--- src/common/ooo_pkg.sv ---
package ooo_pkg;

    localparam int XLEN      = 32;
    localparam int NUM_REGS  = 32;
    localparam int REG_W     = 5;
    localparam int ROB_DEPTH = 8;
    localparam int TAG_W     = 3;
    localparam int NUM_RS    = 4;

    // immediate field and rob occupancy counter widths
    localparam int IMM_W = 12;
    localparam int CNT_W = 4;

    typedef enum logic [2:0] {
        ADD  = 3'd0,
        SUB  = 3'd1,
        AND  = 3'd2,
        OR   = 3'd3,
        XOR  = 3'd4,
        ADDI = 3'd5,
        XORI = 3'd6
    } alu_op_e;

    typedef struct packed {
        alu_op_e          op;
        logic [REG_W-1:0] rd;
        logic [REG_W-1:0] rs1;
        logic [REG_W-1:0] rs2;
        logic [IMM_W-1:0] imm;
        logic [XLEN-1:0]  pc;
    } dec_op_t;

    // data is only meaningful once ready is set
    typedef struct packed {
        logic             ready;
        logic [TAG_W-1:0] tag;
        logic [XLEN-1:0]  data;
    } operand_t;

    typedef struct packed {
        alu_op_e          op;
        logic [IMM_W-1:0] imm;
        logic [TAG_W-1:0] dest_tag;
        operand_t         src1;
        operand_t         src2;
    } rs_entry_t;

    typedef struct packed {
        logic             valid;
        logic [TAG_W-1:0] tag;
        logic [XLEN-1:0]  data;
    } cdb_t;

    typedef struct packed {
        logic [REG_W-1:0] rd;
        logic [XLEN-1:0]  data;
        logic [XLEN-1:0]  pc;
    } commit_t;

endpackage

--- src/logic/reg_rename_file.sv ---
`timescale 1ns/1ps

module reg_rename_file (
    input  logic                      clk,
    input  logic                      rst,
    input  logic                      flush,
    input  logic [ooo_pkg::REG_W-1:0] rd_rs1,
    input  logic [ooo_pkg::REG_W-1:0] rd_rs2,
    output logic                      rs1_busy,
    output logic [ooo_pkg::TAG_W-1:0] rs1_tag,
    output logic [ooo_pkg::XLEN-1:0]  rs1_data,
    output logic                      rs2_busy,
    output logic [ooo_pkg::TAG_W-1:0] rs2_tag,
    output logic [ooo_pkg::XLEN-1:0]  rs2_data,
    input  logic                      rename_en,
    input  logic [ooo_pkg::REG_W-1:0] rename_rd,
    input  logic [ooo_pkg::TAG_W-1:0] rename_tag,
    input  logic                      commit_en,
    input  logic [ooo_pkg::REG_W-1:0] commit_rd,
    input  logic [ooo_pkg::TAG_W-1:0] commit_tag,
    input  logic [ooo_pkg::XLEN-1:0]  commit_value
);
    import ooo_pkg::*;

    logic [XLEN-1:0]     regs [NUM_REGS];
    logic [TAG_W-1:0]    tags [NUM_REGS];
    logic [NUM_REGS-1:0] busy;

    logic rename_hit;
    logic commit_hit;

    // x0 is never written or renamed, so it keeps reading zero
    assign rename_hit = rename_en && (rename_rd != '0);
    assign commit_hit = commit_en && (commit_rd != '0);

    assign rs1_busy = busy[rd_rs1];
    assign rs1_tag  = tags[rd_rs1];
    assign rs1_data = regs[rd_rs1];
    assign rs2_busy = busy[rd_rs2];
    assign rs2_tag  = tags[rd_rs2];
    assign rs2_data = regs[rd_rs2];

    always_ff @(posedge clk) begin
        if (rst) begin
            busy <= '0;
            for (int i = 0; i < NUM_REGS; i++) begin
                regs[i] <= '0;
            end
        end else begin
            if (commit_hit) begin
                regs[commit_rd] <= commit_value;
                // only the youngest rename may release the register
                if (tags[commit_rd] == commit_tag) begin
                    busy[commit_rd] <= 1'b0;
                end
            end
            if (flush) begin
                busy <= '0;
            end else if (rename_hit) begin
                busy[rename_rd] <= 1'b1;
            end
        end
    end

    always_ff @(posedge clk) begin
        if (rename_hit) begin
            tags[rename_rd] <= rename_tag;
        end
    end

endmodule

--- src/rob/reorder_buffer.sv ---
`timescale 1ns/1ps

module reorder_buffer (
    input  logic                      clk,
    input  logic                      rst,
    input  logic                      flush,
    input  logic                      alloc_en,
    input  logic [ooo_pkg::REG_W-1:0] alloc_rd,
    input  logic [ooo_pkg::XLEN-1:0]  alloc_pc,
    output logic                      full,
    output logic [ooo_pkg::TAG_W-1:0] alloc_tag,
    input  ooo_pkg::cdb_t             cdb,
    input  logic [ooo_pkg::TAG_W-1:0] lookup_tag1,
    output logic                      lookup_done1,
    output logic [ooo_pkg::XLEN-1:0]  lookup_data1,
    input  logic [ooo_pkg::TAG_W-1:0] lookup_tag2,
    output logic                      lookup_done2,
    output logic [ooo_pkg::XLEN-1:0]  lookup_data2,
    output logic                      commit_valid,
    output ooo_pkg::commit_t          commit_data,
    output logic [ooo_pkg::TAG_W-1:0] commit_tag,
    input  logic                      commit_ready
);
    import ooo_pkg::*;

    logic [REG_W-1:0]     rd_q   [ROB_DEPTH];
    logic [XLEN-1:0]      pc_q   [ROB_DEPTH];
    logic [XLEN-1:0]      data_q [ROB_DEPTH];
    logic [ROB_DEPTH-1:0] done;

    logic [TAG_W-1:0] head;
    logic [TAG_W-1:0] tail;
    logic [CNT_W-1:0] count;
    logic             pop;

    assign full      = (count == CNT_W'(ROB_DEPTH));
    assign alloc_tag = tail;

    assign lookup_done1 = done[lookup_tag1];
    assign lookup_data1 = data_q[lookup_tag1];
    assign lookup_done2 = done[lookup_tag2];
    assign lookup_data2 = data_q[lookup_tag2];

    // head entry drives the commit port until accepted
    assign commit_valid     = (count != '0) && done[head];
    assign commit_tag       = head;
    assign commit_data.rd   = rd_q[head];
    assign commit_data.data = data_q[head];
    assign commit_data.pc   = pc_q[head];

    assign pop = commit_valid && commit_ready;

    always_ff @(posedge clk) begin
        if (rst || flush) begin
            head  <= '0;
            tail  <= '0;
            count <= '0;
            done  <= '0;
        end else begin
            if (alloc_en) begin
                done[tail] <= 1'b0;
                tail       <= tail + TAG_W'(1);
            end
            if (cdb.valid) begin
                done[cdb.tag] <= 1'b1;
            end
            if (pop) begin
                head <= head + TAG_W'(1);
            end
            count <= count + CNT_W'(alloc_en) - CNT_W'(pop);
        end
    end

    always_ff @(posedge clk) begin
        if (alloc_en) begin
            rd_q[tail] <= alloc_rd;
            pc_q[tail] <= alloc_pc;
        end
        if (cdb.valid) begin
            data_q[cdb.tag] <= cdb.data;
        end
    end

endmodule

--- src/rs/rs_dispatch.sv ---
`timescale 1ns/1ps

module rs_dispatch (
    input  logic                       in_valid,
    input  ooo_pkg::dec_op_t           in_op,
    input  logic [ooo_pkg::TAG_W-1:0]  alloc_tag,
    input  logic                       rs1_busy,
    input  logic [ooo_pkg::TAG_W-1:0]  rs1_tag,
    input  logic [ooo_pkg::XLEN-1:0]   rs1_data,
    input  logic                       rs2_busy,
    input  logic [ooo_pkg::TAG_W-1:0]  rs2_tag,
    input  logic [ooo_pkg::XLEN-1:0]   rs2_data,
    input  logic                       lookup_done1,
    input  logic [ooo_pkg::XLEN-1:0]   lookup_data1,
    input  logic                       lookup_done2,
    input  logic [ooo_pkg::XLEN-1:0]   lookup_data2,
    input  ooo_pkg::cdb_t              cdb,
    input  logic [ooo_pkg::NUM_RS-1:0] slot_busy,
    output logic [ooo_pkg::NUM_RS-1:0] slot_write,
    output ooo_pkg::rs_entry_t         entry,
    output logic                       have_free
);
    import ooo_pkg::*;

    logic [NUM_RS-1:0] free;
    logic [NUM_RS-1:0] lowest_free;
    logic              imm_form;

    // register file, then broadcast bypass, then finished rob entry
    function automatic operand_t resolve(
        input logic             busy,
        input logic [TAG_W-1:0] tag,
        input logic [XLEN-1:0]  rf_data,
        input logic             done,
        input logic [XLEN-1:0]  rob_data,
        input cdb_t             bus
    );
        operand_t opnd;
        opnd.ready = 1'b1;
        opnd.tag   = tag;
        opnd.data  = rf_data;
        if (busy) begin
            if (bus.valid && (bus.tag == tag)) begin
                opnd.data = bus.data;
            end else if (done) begin
                opnd.data = rob_data;
            end else begin
                opnd.ready = 1'b0;
                opnd.data  = '0;
            end
        end
        return opnd;
    endfunction

    assign free        = ~slot_busy;
    assign lowest_free = free & (~free + NUM_RS'(1));
    assign have_free   = |free;
    assign slot_write  = in_valid ? lowest_free : '0;

    assign imm_form = (in_op.op == ADDI) || (in_op.op == XORI);

    always_comb begin
        entry.op       = in_op.op;
        entry.imm      = in_op.imm;
        entry.dest_tag = alloc_tag;
        entry.src1     = resolve(rs1_busy, rs1_tag, rs1_data, lookup_done1, lookup_data1, cdb);
        if (imm_form) begin
            entry.src2 = '{ready: 1'b1, tag: '0, data: '0};
        end else begin
            entry.src2 = resolve(rs2_busy, rs2_tag, rs2_data, lookup_done2, lookup_data2, cdb);
        end
    end

endmodule

--- src/rs/rs_slot.sv ---
`timescale 1ns/1ps

module rs_slot (
    input  logic               clk,
    input  logic               rst,
    input  logic               flush,
    input  logic               write,
    input  ooo_pkg::rs_entry_t entry_in,
    input  ooo_pkg::cdb_t      cdb,
    input  logic               grant,
    output logic               busy,
    output logic               ready_to_issue,
    output ooo_pkg::rs_entry_t entry_out
);
    import ooo_pkg::*;

    rs_entry_t held;
    logic      wake1;
    logic      wake2;

    // a waiting operand picks up the broadcast carrying its tag
    assign wake1 = cdb.valid && !held.src1.ready && (held.src1.tag == cdb.tag);
    assign wake2 = cdb.valid && !held.src2.ready && (held.src2.tag == cdb.tag);

    assign ready_to_issue = busy && held.src1.ready && held.src2.ready;
    assign entry_out      = held;

    always_ff @(posedge clk) begin
        if (rst || flush) begin
            busy <= 1'b0;
        end else if (write) begin
            busy <= 1'b1;
        end else if (grant) begin
            busy <= 1'b0;
        end
    end

    always_ff @(posedge clk) begin
        if (write) begin
            held <= entry_in;
        end else begin
            if (wake1) begin
                held.src1.ready <= 1'b1;
                held.src1.data  <= cdb.data;
            end
            if (wake2) begin
                held.src2.ready <= 1'b1;
                held.src2.data  <= cdb.data;
            end
        end
    end

endmodule

--- src/rs/alu_issue.sv ---
`timescale 1ns/1ps

module alu_issue (
    input  logic                       clk,
    input  logic                       rst,
    input  logic                       flush,
    input  logic [ooo_pkg::NUM_RS-1:0] slot_ready,
    input  ooo_pkg::rs_entry_t         slot_entry [ooo_pkg::NUM_RS],
    output logic [ooo_pkg::NUM_RS-1:0] grant,
    output ooo_pkg::cdb_t              cdb
);
    import ooo_pkg::*;

    rs_entry_t        sel;
    logic [XLEN-1:0]  imm_ext;
    logic [XLEN-1:0]  result;
    logic             cdb_valid_q;
    logic [TAG_W-1:0] cdb_tag_q;
    logic [XLEN-1:0]  cdb_data_q;

    // lowest ready index wins
    assign grant = slot_ready & (~slot_ready + NUM_RS'(1));

    always_comb begin
        sel = slot_entry[0];
        for (int i = 0; i < NUM_RS; i++) begin
            if (grant[i]) begin
                sel = slot_entry[i];
            end
        end
    end

    assign imm_ext = {{(XLEN - IMM_W){sel.imm[IMM_W-1]}}, sel.imm};

    always_comb begin
        case (sel.op)
            ADD:     result = sel.src1.data + sel.src2.data;
            SUB:     result = sel.src1.data - sel.src2.data;
            AND:     result = sel.src1.data & sel.src2.data;
            OR:      result = sel.src1.data | sel.src2.data;
            XOR:     result = sel.src1.data ^ sel.src2.data;
            ADDI:    result = sel.src1.data + imm_ext;
            XORI:    result = sel.src1.data ^ imm_ext;
            default: result = '0;
        endcase
    end

    always_ff @(posedge clk) begin
        if (rst || flush) begin
            cdb_valid_q <= 1'b0;
        end else begin
            cdb_valid_q <= |grant;
        end
    end

    always_ff @(posedge clk) begin
        cdb_tag_q  <= sel.dest_tag;
        cdb_data_q <= result;
    end

    assign cdb = '{valid: cdb_valid_q, tag: cdb_tag_q, data: cdb_data_q};

endmodule

--- src/logic/ooo_core_slice.sv ---
`timescale 1ns/1ps

module ooo_core_slice (
    input  logic             clk,
    input  logic             rst,
    input  logic             flush,
    input  logic             in_valid,
    input  ooo_pkg::dec_op_t in_op,
    output logic             in_ready,
    output logic             commit_valid,
    output ooo_pkg::commit_t commit_data,
    input  logic             commit_ready
);
    import ooo_pkg::*;

    logic             in_fire;
    logic             commit_fire;
    logic             rob_full;
    logic             have_free;
    logic [TAG_W-1:0] alloc_tag;
    logic [TAG_W-1:0] commit_tag;

    logic             rs1_busy;
    logic [TAG_W-1:0] rs1_tag;
    logic [XLEN-1:0]  rs1_data;
    logic             rs2_busy;
    logic [TAG_W-1:0] rs2_tag;
    logic [XLEN-1:0]  rs2_data;
    logic             lookup_done1;
    logic [XLEN-1:0]  lookup_data1;
    logic             lookup_done2;
    logic [XLEN-1:0]  lookup_data2;

    cdb_t              cdb;
    rs_entry_t         new_entry;
    rs_entry_t         slot_entry [NUM_RS];
    logic [NUM_RS-1:0] slot_write;
    logic [NUM_RS-1:0] slot_busy;
    logic [NUM_RS-1:0] slot_ready;
    logic [NUM_RS-1:0] grant;

    assign in_ready    = !rob_full && have_free && !flush;
    assign in_fire     = in_valid && in_ready;
    assign commit_fire = commit_valid && commit_ready;

    reg_rename_file reg_rename_file_inst (
        .clk          (clk),
        .rst          (rst),
        .flush        (flush),
        .rd_rs1       (in_op.rs1),
        .rd_rs2       (in_op.rs2),
        .rs1_busy     (rs1_busy),
        .rs1_tag      (rs1_tag),
        .rs1_data     (rs1_data),
        .rs2_busy     (rs2_busy),
        .rs2_tag      (rs2_tag),
        .rs2_data     (rs2_data),
        .rename_en    (in_fire),
        .rename_rd    (in_op.rd),
        .rename_tag   (alloc_tag),
        .commit_en    (commit_fire),
        .commit_rd    (commit_data.rd),
        .commit_tag   (commit_tag),
        .commit_value (commit_data.data)
    );

    reorder_buffer reorder_buffer_inst (
        .clk          (clk),
        .rst          (rst),
        .flush        (flush),
        .alloc_en     (in_fire),
        .alloc_rd     (in_op.rd),
        .alloc_pc     (in_op.pc),
        .full         (rob_full),
        .alloc_tag    (alloc_tag),
        .cdb          (cdb),
        .lookup_tag1  (rs1_tag),
        .lookup_done1 (lookup_done1),
        .lookup_data1 (lookup_data1),
        .lookup_tag2  (rs2_tag),
        .lookup_done2 (lookup_done2),
        .lookup_data2 (lookup_data2),
        .commit_valid (commit_valid),
        .commit_data  (commit_data),
        .commit_tag   (commit_tag),
        .commit_ready (commit_ready)
    );

    // only an accepted operation reaches a slot
    rs_dispatch rs_dispatch_inst (
        .in_valid     (in_fire),
        .in_op        (in_op),
        .alloc_tag    (alloc_tag),
        .rs1_busy     (rs1_busy),
        .rs1_tag      (rs1_tag),
        .rs1_data     (rs1_data),
        .rs2_busy     (rs2_busy),
        .rs2_tag      (rs2_tag),
        .rs2_data     (rs2_data),
        .lookup_done1 (lookup_done1),
        .lookup_data1 (lookup_data1),
        .lookup_done2 (lookup_done2),
        .lookup_data2 (lookup_data2),
        .cdb          (cdb),
        .slot_busy    (slot_busy),
        .slot_write   (slot_write),
        .entry        (new_entry),
        .have_free    (have_free)
    );

    for (genvar i = 0; i < NUM_RS; i++) begin : g_slot
        rs_slot rs_slot_inst (
            .clk            (clk),
            .rst            (rst),
            .flush          (flush),
            .write          (slot_write[i]),
            .entry_in       (new_entry),
            .cdb            (cdb),
            .grant          (grant[i]),
            .busy           (slot_busy[i]),
            .ready_to_issue (slot_ready[i]),
            .entry_out      (slot_entry[i])
        );
    end

    alu_issue alu_issue_inst (
        .clk        (clk),
        .rst        (rst),
        .flush      (flush),
        .slot_ready (slot_ready),
        .slot_entry (slot_entry),
        .grant      (grant),
        .cdb        (cdb)
    );

endmodule

--- config.mk ---
export PLATFORM = sky130hd
export DESIGN_NAME = ooo_core_slice
export DESIGN_NICKNAME = d
export VERILOG_FILES = /design/src/common/ooo_pkg.sv /design/src/logic/reg_rename_file.sv /design/src/rob/reorder_buffer.sv /design/src/rs/rs_dispatch.sv /design/src/rs/rs_slot.sv /design/src/rs/alu_issue.sv /design/src/logic/ooo_core_slice.sv
export SDC_FILE = /design/constraint.sdc
export NUM_CORES = 2
export LEC_CHECK = 0
export BUFFER_PORTS_ARGS = -buffer_cell sky130_fd_sc_hd__buf_2
export CORE_MARGIN = 1.5
export CORE_UTILIZATION = 35
export CTS_BUF_LIST = sky130_fd_sc_hd__clkbuf_4 sky130_fd_sc_hd__clkbuf_8
export DETAILED_ROUTE_END_ITERATION = 8
export PLACE_DENSITY = 0.6
export SYNTH_ARGS = -nofsm -noshare
export SYNTH_HDL_FRONTEND = slang
export SYNTH_HIERARCHICAL = 1
export SYNTH_SLANG_ARGS = --single-unit
--- constraint.sdc ---
create_clock -name clk -period 5.54 [get_ports clk]
set_input_delay 0.277 -clock clk [delete_from_list [all_inputs] [get_ports clk]]
set_output_delay 0.277 -clock clk [all_outputs]
set_load 0.01 [all_outputs]
# == Yosys cells after proc, flatten, opt, wreduce, memory -nomap -nowiden ==
# Memories as Yosys holds them, arrays and structs flattened. A register that Yosys moved wholly into a read port is not among the register bits.
# Index checks and enable logic that the tools add are counted.
# Widths: inputs -> output; s select.
# word_totals
latchBits,0
ramBits,1672
n_memories,5
rom_bits,0
word_cells,278
ff_bits,450
inputBits,67
# memory_table
name,depth,width,read_ports,rd_clocked_by_memory_dff,wr,line_no,source
reg_rename_file_inst.regs,32,32,2,0,32,reg_rename_file.sv:25,logic [XLEN-1:0] regs [NUM_REGS];
reorder_buffer_inst.data_q,8,32,3,1,1,reorder_buffer.sv:28,logic [XLEN-1:0] data_q [ROB_DEPTH];
reorder_buffer_inst.pc_q,8,32,1,1,1,reorder_buffer.sv:27,logic [XLEN-1:0] pc_q [ROB_DEPTH];
reg_rename_file_inst.tags,32,3,3,0,1,reg_rename_file.sv:26,logic [TAG_W-1:0] tags [NUM_REGS];
reorder_buffer_inst.rd_q,8,5,1,1,1,reorder_buffer.sv:26,logic [REG_W-1:0] rd_q [ROB_DEPTH];
# classes
shifts,0
add_sub_neg,9
n_reduce_logical,69
div,0
n_eq_ne,20
mux,99
mul,0
order_cmp,13
n_bitwise,15
# ops
op,count
$mux 32,23
$mux 90,3
$pmux 32 s7,1
$mux 33,4
$add 32x32->32,2
$and 32x32->32,2
$or 32x32->32,2
$xor 32x32->32,2
$mux 1,47
$logic_and 1x1->1,37
$mux 36,1
$eq 3x3->1,11
$not 32->32,1
$reduce_or 32->1,1
$sub 32x32->32,1
$lt 5x6->1 const B,4
$mux 8,3
$reduce_bool 2->1,12
$lt 3x4->1 const B,5
$mux 3,6
$eq 3x3->1 const B,5
$not 4->4,3
$bmux 1 s5,2
$demux 1 s5,2
other kinds (24),45

# == Longest topological paths before layout ==
# depth
word_depth,11
depth_mapped,26

# == Cells and area by module ==
# The synthesis kept the hierarchy.
# modules_own_cells
mod,cells_per_inst,area_per_inst_um2,n_inst
reg_rename_file,3677,61455.2,1
reorder_buffer,1167,25719.7,1
rs_slot,278,3611.0,4
alu_issue,1201,7706.1,1
rs_dispatch,305,1866.8,1
ooo_core_slice,3,26.3,1

# == Worst setup path after synthesis ==
# No wires, ideal clock.
# synth_timing
kind,reg-to-reg
startpoint,register g_slot[0].rs_slot_inst.held (netlist bit g_slot[0].rs_slot_inst/entry_out[35])
endpoint,register alu_issue_inst.cdb_data_q[30]
n_path_buf,4
stages_incl_launch_ff,27
path_slack_ns,0.385
arrival_time_ns,5.093
setup_ns,0.062
cell_sequence,edfxtp_1 > and3_1 > nand2b_1 > clkinv_1 > buf_2 > clkbuf_1 > clkbuf_1 > buf_1 > nand2_1 > a21oi_1 > a21oi_1 > o21ai_0 > nor2_1 > a21oi_1 > ha_1 > inv_1 > fa_1 > nor2b_1 > o21a_1 > o21ai_0 > a211o_1 > a31oi_1 > o21a_1 > a221o_1 > a31oi_1 > or4_1 > nand3_1
# synth_between
elab_chain_cells,9
elab_cells_between_ends,22
# synth_lines
element,line_no,source
start: declaration,rs_slot.sv:17,rs_entry_t held;
start signal: assignment,rs_slot.sv:40,held <= entry_in;
$logic_and 1x1->1 (*),rs_slot.sv:25,assign ready_to_issue = busy && held.src1.ready && held.src2.ready;
via slot_ready[0],ooo_core_slice.sv:39,logic [NUM_RS-1:0] slot_ready;
$not 4->4 (*),alu_issue.sv:22,assign grant = slot_ready & (~slot_ready + NUM_RS'(1));
$add 4x1->4 (*),alu_issue.sv:22,
$and 4x4->4 (*),alu_issue.sv:22,
via grant[1],ooo_core_slice.sv:40,logic [NUM_RS-1:0] grant;
$mux 90 (*) (3 in series),alu_issue.sv:27,if (grant[i]) begin
$add 32x32->32 (tied with other cells),alu_issue.sv:42,ADDI: result = sel.src1.data + imm_ext;
$pmux 32 s7 (*),alu_issue.sv:36,case (sel.op)
via alu_issue_inst.result[30],alu_issue.sv:16,logic [XLEN-1:0] result;
end signal: assignment,alu_issue.sv:58,cdb_data_q <= result;
end: declaration,alu_issue.sv:19,logic [XLEN-1:0] cdb_data_q;
# The timed path passes the listed nets; every way through them passes the cells marked *.
# A chain may end at the register's enable or synchronous reset.

# == Final worst setup path ==
# layout_timing
startpoint,register g_slot[0].rs_slot_inst.held (netlist bit g_slot[0].rs_slot_inst/entry_out[35])
endpoint,register alu_issue_inst.cdb_data_q[28]
# layout_between
elab_chain_cells,9
elab_cells_between_ends,22
# layout_lines
element,line_no
$logic_and 1x1->1 (*),rs_slot.sv:25
via slot_ready[0],ooo_core_slice.sv:39
$not 4->4 (*),alu_issue.sv:22
$add 4x1->4 (*),alu_issue.sv:22
$and 4x4->4 (*),alu_issue.sv:22
$mux 90 (2 in series),alu_issue.sv:27
$mux 90 (*),alu_issue.sv:27
$add 32x32->32 (tied with other cells),alu_issue.sv:42
$pmux 32 s7 (*),alu_issue.sv:36
via alu_issue_inst.result[28],alu_issue.sv:16
# Marked as above.

==> flow_summary_export.csv <==
group,metric,value,unit
route,ant_nets,0,
finish,final_core_util,0.400,
floorplan,initial_core_util,0.353,
placement,hpwl,223000,um
timing,setup_slack,0.242,ns
route,via_per_inst,5.80,
clocking,numCtsBuffers,369,
route,drc,0,
floorplan,num_io_pins,138,
route,vias,71200,
route,wl_per_cell,29.2,um
synth,yosys.area.top_type,"edfxtp_1",
timing,hold_violations,0,
synth,synth_area_leaders,"edfxtp_1, mux4_2, and2_1",
clocking,cts-root-buf,"clkbuf_8",
synth,synth_enable_flop_cells,2032,
synth,syn-instance-count,7465,
placement,io_buffers,137,
power_and_ir_drop,power,37.1,mW
worst_setup_path,r2r-start,"g_slot[0].rs_slot_inst/entry_out[35]$_SDFFCE_PN1P_",
route,drt_iter0_markers,7888,
timing,max_freq,189,MHz
synth,synth_area,0.111,mm^2
timing,slew_headroom,0.158,
clocking,clockBufferDepth,4,
grt,grt_pass1_wl,511000,um
power_and_ir_drop,p_per_area,294,mW/mm^2
placement,placed_cells,11500,
worst_setup_path,path_max_fanout,19,
timing,finalMaxSlewViolations,0,
timing,setup_violations,0,
worst_setup_path,crit_start,"g_slot[0].rs_slot_inst/entry_out[35]$_SDFFCE_PN1P_",
finish,final_layout_size_suffix_gt1_frac,0.304,
grt,grt_overflow_total,0,
timing,fin_crit,5.30,ns
placement,gp_congestion,0.898,
floorplan,die_area,0.321,mm^2
worst_setup_path,crit_type,"reg2reg",
synth,synth_most_common_cell,"edfxtp_1",
synth,synth.top_cell.area_share,0.549,
worst_setup_path,worst_setup_path_end_kind,"flop",
grt,grt_max_degree,121,
timing,fin_hold_ws,0.0764,ns
job,maxCapViolCount,0,
clocking,cts_num_sinks,2125,
synth,ys_ff_latch,2125,
synth,synthArstFlopShare,0,
synth,yosysWarnings,6,
timing,tightest_slew,1.26,ns
synth,yosysSeqAreaShare,0.565,
grt,grt.total_usage,0.218,
synth,ys_types,95,
route,wirelength,358000,um
worst_hold_path,hold_start,"in_op[12]",
floorplan,fp-row-count,206,
timing,fin_crit_sh,0.956,
grt,antenna_found_initial,26,
synth,synth_flop_cell,"edfxtp_1",
synth,syn_area_per_cell,14.9,um^2
placement,place_area,0.118,mm^2
grt,grt_pass1_vias,71900,
clocking,clock_latency,1.12,ns
power_and_ir_drop,leakage,43.5,nW
clocking,cts_tree,"done",
placement,dp_slack,-0.0659,ns
finish,fill_cells,28800,
finish,postLayoutCellArea,0.126,mm^2
floorplan,fp.coreArea,0.315,mm^2
timing,fin_skew,0.127,ns
finish,syn2layout_area_growth,13.5,%
clocking,htreeDepth,5,
worst_setup_path,crit_required,6.45,ns
timing,rsz0062_at_grt,"false",
floorplan,die_x,567,um
finish,nets,7924,
worst_setup_path,worstSetupStartpointType,"flop",
finish,fin_cells,12300,
power_and_ir_drop,irDropWorstVdd,0.000190,V
worst_setup_path,critical_path_arrival,6.21,ns
clocking,clk_pin_slew,0.06,ns
outcome,status,"complete, no violations",
route,firstDrtPassIters,8,
timing,finalSetupTns,0,ns
floorplan,die_y,567,um
worst_hold_path,hold_path_class,"in2reg",
synth,synthTopCellsByCount,"edfxtp_1, and2_1, mux4_2",
[critical path, cell delays in order, from the launching register on]
cell and delay [ns]:
edfxtp_1 0.38, and3_4 0.21, buf_4 0.14, or4b_4 0.54, buf_12 0.18, buf_4 0.15, mux2_2 0.29, or3_1 0.43
nor4_4 0.32, inv_1 0.12, a31oi_2 0.21, o22ai_2 0.11, ha_1 0.33, a21o_1 0.19, a21o_1 0.20, a21oi_2 0.16
nand3b_1 0.09, o21a_2 0.25, a221o_1 0.34, a31oi_1 0.19, buf_4 0.15, xor2_1 0.12, o21ai_0 0.08
[routing by layer]
metal  GRT usage  vias up  routed length (um)
met5           0        -                  49
met4      0.0768        6               12400
met3      0.0414      763               33000
met2       0.360     3776              172000
met1       0.286    37100              140000
li1            -    29600                   -
[what timing repair did]
| item | 4_1_cts | 5_1_grt |
|---|---|---|
| pin swaps | 0 | 9 |
| gates resized for setup | 1 | 33 |
| hold buffers | 87 | 0 |
| buffers inserted | 0 | 4 |
| endpoints found under the hold margin | 464 | 0 |
| setup endpoints to repair | 3 | 14 |
[kinds of logic (layout without fill, tap and decap cells)]
family          after synthesis  after routing  synth area share
compound gates              726            726            0.0433
xor+xnor                     98             98           0.00772
fa+ha+maj                    77             77           0.00812
buf+inv                     734           1334            0.0305
flops                      2125           2125             0.565
mux                        1277           1277             0.229
other cells                   1             46         0.0000337
simple gates               2427           2427             0.116
[final timing paths]
kind / endpoint / slack (ns) / depth (start not counted)
max: alu_issue_inst/cdb_data_q[28]$_DFF_P_ / 0.24 / 22
min: reorder_buffer_inst/pc_q[7][12]$_DFFE_PP_ / 0.08 / 2
max reg2reg: alu_issue_inst/cdb_data_q[28]$_DFF_P_ / 0.24 / 22
min reg2reg: alu_issue_inst/cdb_tag_q[2]$_DFF_P_ / 0.44 / 2
[cell usage in the layout (no fill, tap or decap), types with 66 or more instances in the layout]
cell type / n
nor2_1: 153
mux2_2: 211
clkbuf_4: 105
a21oi_1: 205
clkbuf_8: 387
mux2i_1: 71
edfxtp_1: 2032
and2_1: 1004
buf_2: 128
buf_4: 352
nand2_1: 752
mux4_2: 990
clkinv_1: 101
dlygate4sd3_1: 87
dfxtp_1: 90
xnor2_1: 66
o21ai_0: 167
nand2b_1: 156
[cell type report]
type                    count  area [um^2]  area share
repair buffers            601         4780      0.0379
inverters                  73          282     0.00223
diodes                     11         27.5    0.000218
flip-flops and latches   2125        62900       0.498
clock buffers             492         6110      0.0484
multi-input cells        4640        45800       0.363
well taps                4160         5200      0.0412
clock inverters           168         1140     0.00900
[flip-flops by register name, summed over array words and instances (netlist names), named ones only]
| name | cells |
|---|---|
| reorder_buffer_inst/commit_tag | 3 |
| reg_rename_file_inst/tags | 96 |
| reorder_buffer_inst/rd_q | 40 |
| reorder_buffer_inst/count | 4 |
| alu_issue_inst/cdb_data_q | 32 |
| alu_issue_inst/cdb_valid_q | 1 |
| reorder_buffer_inst/data_q | 256 |
| g_slot.rs_slot_inst/entry_out | 360 |
| reg_rename_file_inst/busy | 32 |
| reorder_buffer_inst/done | 8 |
| alu_issue_inst/cdb_tag_q | 3 |
| g_slot.rs_slot_inst/busy | 4 |
| reg_rename_file_inst/regs | 1024 |
| reorder_buffer_inst/alloc_tag | 3 |
| reorder_buffer_inst/pc_q | 256 |
[power breakdown]
group          internal (mW)  switching (mW)  leakage (nW)
logic                   1.71            2.36          19.1
registers               18.2           0.387          20.5
clock network           7.71            6.80          3.83
total                   27.6            9.55          43.5
No activity file was read; power rests on OpenSTA's default activity.
